## src/hw/vecLanePkg.sv

```systemverilog
`default_nettype none

package vecLanePkg;

    localparam int QUEUE_DEPTH = 4; // also the sender's starting credits
    localparam int MUL_LATENCY = 3;
    localparam int TAG_W = 4;

    typedef logic [31:0] word_t;

    typedef enum logic [1:0] {
        SEW8,
        SEW16,
        SEW32
    } vsew_t;

    typedef enum logic [2:0] {
        PASS_VS1,
        PASS_VS2,
        ALU,
        MUL,
        DIV,
        PRM
    } vfu_t;

    typedef enum logic [4:0] {
        ADD, SUB, RSB, ADC, SBC,
        MADC, MADC_NC, MSBC, MSBC_NB,
        AND, OR, XOR,
        SLL, SRL, SRA,
        SEQ, SNE, SLT, SLE, SGT,
        MIN, MAX, MERGE, MOVE
    } valuOp_t;

    typedef struct packed {
        logic retHigh;
        logic accumulate; // vd += product
        logic signA;
        logic signB;
    } vmulOp_t;

    typedef struct packed {
        logic       remainder;
        logic       isUnsigned;
        logic [1:0] pad;
    } vdivOp_t;

    // sub-op field, decoded by the selected unit
    typedef union packed {
        valuOp_t alu;
        struct packed {
            logic    pad;
            vmulOp_t op;
        } mul;
        struct packed {
            logic    pad;
            vdivOp_t op;
        } div;
    } vsubOp_u;

    typedef struct packed {
        vfu_t             vfu;
        vsubOp_u          subOp;
        logic             isUnsigned; // alu compares, min/max
        vsew_t            vsew;
        logic             maskOff;
        logic             maskBit;
        logic [TAG_W-1:0] tag;
        word_t            vopA;
        word_t            vopB;
        word_t            vopC; // old vd
    } vop_t;

    typedef struct packed {
        logic [TAG_W-1:0] tag;
        word_t            data;
    } vres_t;

    function automatic logic [5:0] sewBits(vsew_t sew);
        case (sew)
            SEW8: return 6'd8;
            SEW16: return 6'd16;
            default: return 6'd32;
        endcase
    endfunction

    function automatic word_t sewMask(vsew_t sew);
        case (sew)
            SEW8: return 32'h0000_00ff;
            SEW16: return 32'h0000_ffff;
            default: return 32'hffff_ffff;
        endcase
    endfunction

endpackage

`default_nettype wire
```

## src/hw/vecIssueQueue.sv

```systemverilog
`timescale 1ns/10ps
`default_nettype none

module vecIssueQueue (
    input  wire                   CLK,
    input  wire                   rstN,
    input  wire                   opValid,
    input  wire vecLanePkg::vop_t op,
    input  wire                   pop,
    output logic                  headValid,
    output vecLanePkg::vop_t      headOp,
    output logic                  creditReturn
);

    vecLanePkg::vop_t                                mem [vecLanePkg::QUEUE_DEPTH];
    logic [$clog2(vecLanePkg::QUEUE_DEPTH)-1:0]      wrPtr;
    logic [$clog2(vecLanePkg::QUEUE_DEPTH)-1:0]      rdPtr;
    logic [$clog2(vecLanePkg::QUEUE_DEPTH + 1)-1:0]  count;

    assign headValid = (count != '0);
    assign headOp = mem[rdPtr];
    assign creditReturn = pop; // one credit per popped entry

    always_ff @(posedge CLK or negedge rstN) begin
        if (!rstN) begin
            wrPtr <= '0;
            rdPtr <= '0;
            count <= '0;
        end else begin
            if (opValid) begin
                if (int'(wrPtr) == vecLanePkg::QUEUE_DEPTH - 1) wrPtr <= '0;
                else wrPtr <= wrPtr + 1'b1;
            end
            if (pop) begin
                if (int'(rdPtr) == vecLanePkg::QUEUE_DEPTH - 1) rdPtr <= '0;
                else rdPtr <= rdPtr + 1'b1;
            end
            case ({opValid, pop})
                2'b10: count <= count + 1'b1;
                2'b01: count <= count - 1'b1;
                default: count <= count;
            endcase
        end
    end

    always_ff @(posedge CLK) begin
        if (opValid) mem[wrPtr] <= op;
    end

    // sender must hold a credit for every write
    noWriteWhenFull: assert property (@(posedge CLK) disable iff (!rstN)
        opValid |-> int'(count) < vecLanePkg::QUEUE_DEPTH);
    noPopWhenEmpty: assert property (@(posedge CLK) disable iff (!rstN)
        pop |-> headValid);

endmodule

`default_nettype wire

```

## config.mk

```make
export PLATFORM = sky130hd
export DESIGN_NAME = vecIssueQueue
export DESIGN_NICKNAME = d
export VERILOG_FILES = /design/src/hw/vecLanePkg.sv /design/src/hw/vecIssueQueue.sv
export SDC_FILE = /design/constraint.sdc
export NUM_CORES = 1
export LEC_CHECK = 0
export BUFFER_PORTS_ARGS = -buffer_cell sky130_fd_sc_hd__clkbuf_2
export CAP_MARGIN = 5
export CORE_UTILIZATION = 50
export CTS_CLUSTER_DIAMETER = 50
export DETAILED_ROUTE_END_ITERATION = 10
export PLACE_DENSITY = 0.8
export SYNTH_ARGS = -nofsm -noshare
export SYNTH_HDL_FRONTEND = slang
export SYNTH_SLANG_ARGS = --single-unit
```

## constraint.sdc

```tcl
create_clock -name CLK -period 3.7 [get_ports CLK]
set_input_delay 0.74 -clock CLK [delete_from_list [all_inputs] [get_ports CLK]]
set_output_delay 0.74 -clock CLK [all_outputs]
set_load 0.01 [all_outputs]
```

# Word-level counts from Yosys, hierarchy flattened
# Memory sizes are Yosys's and may differ from the RTL's.
# Cells that the tools add are included.
# totals
regBits,7
ramBits,452
in_bits,117
output_inout_bits,115
word_cells,19
n_memories,1
# classes
add_sub_neg,4
eq_ne,4
mux,5
n_reduce_logical,2
# memory_table
name,depth,word_bits,read_ports,rd_ports_with_merged_regs,wr,line,text
mem,4,113,1,0,1,vecIssueQueue.sv:15,vecLanePkg::vop_t mem [vecLanePkg::QUEUE_DEPTH];
# op_table
cell,count
"== test 2 x 1 -> 1 bit, second input constant",3
one-hot mux 3 bit (2 select lines),1
"adder 2 x 1 -> 2 bit, second input constant",2
2-to-1 mux 2 bit,2
"adder 3 x 1 -> 3 bit, second input constant",1
nonzero test 3 bit,1
"subtractor 3 x 1 -> 3 bit, second input constant",1
"== test 2 bit, second input constant",1
2-to-1 mux 1 bit,2
nonzero test 2 bit,1

# Depth between registers and ports, before layout
# Gate-level depths: netlist of the first run.
# depth
depth_word,2
depth_mapped,6
ltp_nobuf,6

# Least setup slack after synthesis of the first run
# OpenSTA, ideal clock, no wires.
# synth_path
path_type,input -> register
start,input port opValid
end,"memory mem[0][0] (netlist name), enable pin"
setup_ns,0.485
arrival_ns,3.339
required_time_ns,3.215
setup_slack_ns,-0.123
stages,1
path_buffers,0
path_cell_list,and2_1
# synth_via
elab_chain_len,2
# synth_rtl
item,line,text
start: declaration,vecIssueQueue.sv:7,"input wire opValid,"
2-to-1 mux 1 bit,vecIssueQueue.sv:47,if (opValid) mem[wrPtr] <= op;
2-to-1 mux 1 bit (not written as such),vecIssueQueue.sv:47,
end: declaration,vecIssueQueue.sv:15,
# Every way passes these cells.

==> results.sh, run 1 <==
export IMPL_drtPass1Iterations=4
export IMPL_antenna_found_initial=2
export IMPL_clockRootBuffer="clkbuf_16"
export IMPL_drtIter0Drc=486
export IMPL_critPathKind="reg -> out"
export IMPL_crit_buf_inv=2
export IMPL_setup_tns_final_ns=0
export IMPL_crit_cells=3
export IMPL_routedWlPerCell_um=21.8
export IMPL_min_path_type="in -> async"
export IMPL_ys_top_cells_by_count="edfxtp_1, mux4_2, buf_2"
export IMPL_vias_per_cell=5.42
export IMPL_post_cts_resized=0
export IMPL_ioPinCount=232
export IMPL_cts_max_path_buffers=3
export IMPL_port_buffers=231
export IMPL_period_needed_ns=3.13
export IMPL_synth_ff_type="edfxtp_1"
export IMPL_numCtsBuffers=46
export IMPL_max_stage_delay_ns=0.74
export IMPL_synth_most_common_cell="edfxtp_1"
export IMPL_rsz0062_at_grt="no"
export IMPL_reg2regPathDepth=4
export IMPL_irDropWorstVdd_mv=0.549
export IMPL_grt_pass1_vias=8017
export IMPL_gp_congestion=0.682
export IMPL_fmax_mhz=320
export IMPL_drcViolationCount=0
export IMPL_ys_warn_count=0
export IMPL_crit_path_max_fanout=24
export IMPL_hpwlAfterDp_um=17800
export IMPL_netlist_area_um2=16700
export IMPL_fin_skew_ns=0.0117
export IMPL_total_power_w=0.0161
export IMPL_cp_top_family="flip-flops"
export IMPL_setup_viol_count_final=0
export IMPL_crit_chain="buf_4 -> mux4_2 -> clkbuf_2"
export IMPL_grt_ovfl_total=0
export IMPL_die_y_um=185
export IMPL_synth_top_cell_by_area="edfxtp_1"
export IMPL_clk_insertion_delay_late_ns=0.53
export IMPL_arrival_ns=2.39
export IMPL_cap_violations=0
export IMPL_clkSlewWorstSetupHoldPaths_ns=0.06
export IMPL_ant_nets=0
export IMPL_netlist_top_cells_area="edfxtp_1, mux4_2, dfrtp_1"
export IMPL_drv_slew=0
export IMPL_grt_usage=0.178
export IMPL_num_nets_final=1016
export IMPL_vias=7418
export IMPL_synth_edff_count=452
export IMPL_row_count=66
export IMPL_synth_top_area_share=0.813
export IMPL_worstSetupEndpointType="output pin"
export IMPL_maxSlewHeadroom=0.523
export IMPL_cts_sinks=459
export IMPL_wl_um=29800
export IMPL_grt_max_degree=114
export IMPL_synth_cell_types=18
export IMPL_die_w_um=185
export IMPL_grt_pass1_wl_um=44900
export IMPL_start_kind="flip-flop"
export IMPL_initial_core_util=0.511
export IMPL_synthArstFlopShare=0.0153
export IMPL_status="finished clean"
export IMPL_coreArea_um2=32700
export IMPL_postCtsHoldBufs=0
export IMPL_syn_area_per_cell_um2=26.7
export IMPL_layout_drive_gt1_share=0.471
export IMPL_yosysSeqAreaShare=0.823
export IMPL_post_cts_buffers=0
export IMPL_cts_tree="done"
export IMPL_synthCells=626
export IMPL_ys_seq_elements=459
export IMPL_powerDensity_nw_per_um2=800
export IMPL_area_growth_pct=20.2
export IMPL_die_area_um2=34100
export IMPL_required_ns=2.96
export IMPL_n_fill_cell=2266
export IMPL_cts_htree_levels=2
export IMPL_hold_viol=0
export IMPL_synth_net_count=750
export IMPL_p_leak_nw=6.90
export IMPL_fin_crit_sh=0.845
export IMPL_critPathSlowestCell="dfrtp_4"
export IMPL_worst_slew_pin_slew_ns=0.716
==> sequential cells by signal (all words and copies together), names as in the netlist <==
signal,cells
count,3
mem,452
rdPtr,2
wrPtr,2
==> cell type report <==
type	count	area, µm²	area share
diodes	1	2.50	0.000125
clock buffers	54	1240	0.0620
clock inverters	28	382	0.0190
inverters	3	11.3	0.000561
multi-input cells	137	2770	0.138
flip-flops and latches	459	13800	0.685
well taps	442	553	0.0276
repair buffers	245	1350	0.0672
==> layer usage <==
layer	global-route usage	part of all wire	vias up
met5	0	0.00030	-
met3	0.0532	0.080	41
met2	0.305	0.51	252
met1	0.223	0.39	3867
met4	0.0417	0.014	2
li1	-	-	3256
==> placed cells by master (no fill, tap or decap) <==
| master | Yosys | final |
|---|---|---|
| fa_1 | 1 | 1 |
| clkbuf_16 | 0 | 49 |
| diode_2 | 0 | 1 |
| clkbuf_2 | 0 | 231 |
| dfrtp_4 | 0 | 2 |
| dfrtp_1 | 7 | 5 |
| inv_1 | 3 | 3 |
| clkinv_2 | 0 | 4 |
| and2_4 | 0 | 4 |
| clkinvlp_4 | 0 | 4 |
| mux2_2 | 3 | 3 |
| xor2_1 | 1 | 1 |
| ha_1 | 6 | 6 |
| xnor2_1 | 2 | 2 |
| buf_12 | 0 | 7 |
| inv_8 | 0 | 2 |
| buf_4 | 2 | 7 |
| edfxtp_1 | 452 | 452 |
| nand2_1 | 1 | 1 |
| clkbuf_1 | 4 | 5 |
| or3_1 | 2 | 2 |
| inv_6 | 0 | 1 |
| bufinv_16 | 0 | 9 |
| mux4_2 | 113 | 113 |
| nor2_1 | 2 | 2 |
| o21ai_0 | 2 | 2 |
| clkinv_1 | 0 | 8 |
==> worst paths after layout <==
check | slack, ns | to | startpoint
max in group asynchronous | 3.47 | rdPtr[0] | rstN
hold reg to reg | 0.51 | count[2] | count[2]
setup / recovery | 0.57 | headOp[101] | rdPtr[0]
setup reg to reg | 1.70 | mem[1][72] | wrPtr[1]
hold / removal | 0.04 | rdPtr[1] | rstN
min in group CLK | 0.42 | mem[1][27] | op[27]
==> power by group <==
group / internal [W] / leakage [nW] / switching (W)
Sequential: 0.00666 / 4.23 / 0.000324
Clock: 0.00304 / 0.782 / 0.00185
Combinational: 0.00197 / 1.88 / 0.00221
==> logic make-up (layout without fill, tap and decap cells) <==
logic type	Yosys count	after routing	share of synthesized area
simple gates	9	9	0.00292
fa+ha+maj	7	7	0.00569
mux	116	116	0.154
xor+xnor	3	3	0.00157
other cells	0	1	0
flops	459	459	0.823
compound gates	2	2	0.000599
buf+inv	30	330	0.0114
==> per-stage QoR <==
stage	hold WS, ns	cell area, µm²	util	worst slack (ns)	std cells
CTS	0.0272	20100	0.614	0.501	1368
detailed placement	0.500	18400	0.564	1.07	1286
finish	0.0450	20100	0.614	0.573	1369
global route	0.0288	20100	0.614	0.403	1368
global placement	0.451	18400	0.564	1.08	1286
floorplan	0.436	16700	-	1.11	626
(Power assumes the default switching activity.)
==> run 2, diff against run 1 <==
Clock period 3.7 ns to 2.75 ns, I/O delays scaled along.
==> results.sh, run 2 (same netlist as run 1, synthesis figures left out) <==
export IMPL_largest_reg_flops=452
export IMPL_p_leak_nw=6.95
export IMPL_routedWlPerCell_um=21.9
export IMPL_place_ws_ns=0.559
export IMPL_reg_largest_list="mem x452, count x3"
export IMPL_final_area_um2=20100
export IMPL_utilization=0.615
export IMPL_clkSlewWorstSetupHoldPaths_ns=0.06
export IMPL_fmax_mhz=370
export IMPL_maxSlewHeadroom=0.573
export IMPL_power_internal_w=0.0154
export IMPL_final_cell_mix="edfxtp_1, clkbuf_2, mux4_2"
export IMPL_rr_startpoint="wrPtr[1]"
export IMPL_cts_max_path_buffers=3
export IMPL_crit_end="headOp[1]"
export IMPL_antenna_found_initial=1
export IMPL_start_kind="flip-flop"
export IMPL_worstSetupEndpointType="output pin"
export IMPL_fin_skew_ns=0.0154
export IMPL_drcViolationCount=0
export IMPL_coreArea_um2=32700
export IMPL_grt_pass1_vias=8104
export IMPL_m1WireLength_um=11900
export IMPL_clk_insertion_delay_late_ns=0.53
export IMPL_reg2regPathDepth=4
export IMPL_holdWs_ns=0.228
export IMPL_drv_slew=0
export IMPL_num_nets_final=1027
export IMPL_cts_sinks=459
export IMPL_powerDensity_nw_per_um2=1060
export IMPL_critPathKind="reg -> out"
export IMPL_area_growth_pct=20.5
export IMPL_initial_core_util=0.511
export IMPL_status="finished clean"
export IMPL_clockRootBuffer="clkbuf_16"
export IMPL_arrival_ns=2.16
export IMPL_crit_path_max_fanout=19
export IMPL_drtIter0Drc=515
export IMPL_top_layer_used="met5"
export IMPL_layout_drive_gt1_share=0.474
export IMPL_p_switching_w=0.00595
export IMPL_dr_wl_met3_um=2300
export IMPL_pwr_share_comb=0.281
export IMPL_reg2reg_to="mem[1][87]"
export IMPL_die_area_um2=34100
export IMPL_place_inst=1291
export IMPL_placed_cell_area_um2=18500
export IMPL_wl_um=30300
export IMPL_grt_max_degree=72
export IMPL_numCtsBuffers=46
export IMPL_timing_final_ws_setup_ns=0.0442
export IMPL_ant_nets=0
export IMPL_rsz0062_at_grt="yes"
export IMPL_grt_pass1_wl_um=45500
export IMPL_grt_usage=0.181
export IMPL_min_path_type="in -> reg"
export IMPL_die_w_um=185
export IMPL_final_common_cell="edfxtp_1"
export IMPL_setup_viol_count_final=0
export IMPL_ioPinCount=232
export IMPL_worstSetupStartpoint="rdPtr[0]"
export IMPL_cts_tree="done"
export IMPL_period_needed_ns=2.71
export IMPL_cts_htree_levels=2
export IMPL_die_y_um=185
export IMPL_hold_viol=0
export IMPL_vias=7441
export IMPL_instances_no_fill=1384
export IMPL_irDropWorstVdd_mv=0.699
export IMPL_required_ns=2.20
export IMPL_row_count=66
export IMPL_gp_congestion=0.694
export IMPL_regMostFlops="mem"
export IMPL_clockPowerShare=0.282
export IMPL_seq_power_share=0.437
export IMPL_worst_slew_pin_slew_ns=0.640
export IMPL_rrSetupSlack_ns=0.95
export IMPL_grt_ovfl_total=0
export IMPL_hpwlAfterDp_um=18100
export IMPL_port_buffers=231
export IMPL_fin_crit_sh=0.984
export IMPL_switching_share=0.279
export IMPL_vias_per_cell=5.38
export IMPL_drtPass1Iterations=5
export IMPL_cap_violations=0
export IMPL_wl_met2_um=15400
run 2: cell count changes in the layout (fill, tap and decap cells not counted), sizes merged, moves of 3 or more:
| cell | change |
|---|---|
| clkbuf | +4 |
| clkinv | +8 |
| bufinv | -6 |
| clkinvlp | -3 |
| buf | +9 |
run 2: power by group through the flow:
stage | Combinational, W | Sequential [W] | Clock (W)
5_1_grt | 0.00648 | 0.00941 | 0.00641
3_3_place_gp | 0.00587 | 0.00943 | 0
3_5_place_dp | 0.00591 | 0.00952 | 0
2_1_floorplan | 0.00386 | 0.00931 | 0
6_report | 0.00599 | 0.00932 | 0.00602
4_1_cts | 0.00614 | 0.00934 | 0.00615
run 2: final cells by class:
type,instances,area [µm²]
multi-input combinational,137,2770
antenna,1,2.50
timing repair buffer,256,1540
inverter,3,11.3
fill,2262,12600
tap,442,553
sequential,459,13800
clock inverter,28,229
clock buffer,58,1260
run 2: timing repair:
item                                   CTS  global route
buffers inserted                         2             2
setup endpoints to repair               14            28
hold buffers                             1             0
gates resized for setup                  2             0
cloned                                   1             0
endpoints found under the hold margin    7             0
pin swaps                                0             0
run 2: worst min-delay path by stage:
stage                 from    endpoint  slack (ns)  cells past startpoint
floorplan             rstN    count[0]        0.25                      0
global placement      rstN    count[0]        0.40                      1
detailed placement    rstN    count[0]        0.41                      1
CTS                 op[17]  mem[0][17]        0.20                      1
global route        op[26]  mem[3][26]        0.21                      1
finish              op[15]  mem[2][15]        0.23                      1
run 2: stage by stage:
stage / power (W) / setup TNS [ns]
detailed placement: 0.0154 / 0
global route: 0.0223 / -0.462
floorplan: 0.0132 / 0
global placement: 0.0153 / 0
CTS: 0.0216 / 0
finish: 0.0213 / 0
run 2: layer usage:
layer	track usage	vias up
li1	-	3283
met1	0.227	3843
met2	0.310	259
met3	0.0506	54
met4	0.0519	2
met5	0	-
run 2: worst max-delay path, cell delays in order (launching register included):
cell,delay (ns)
dfrtp_4,0.55
bufbuf_16,0.38
mux4_2,0.52
clkbuf_2,0.16
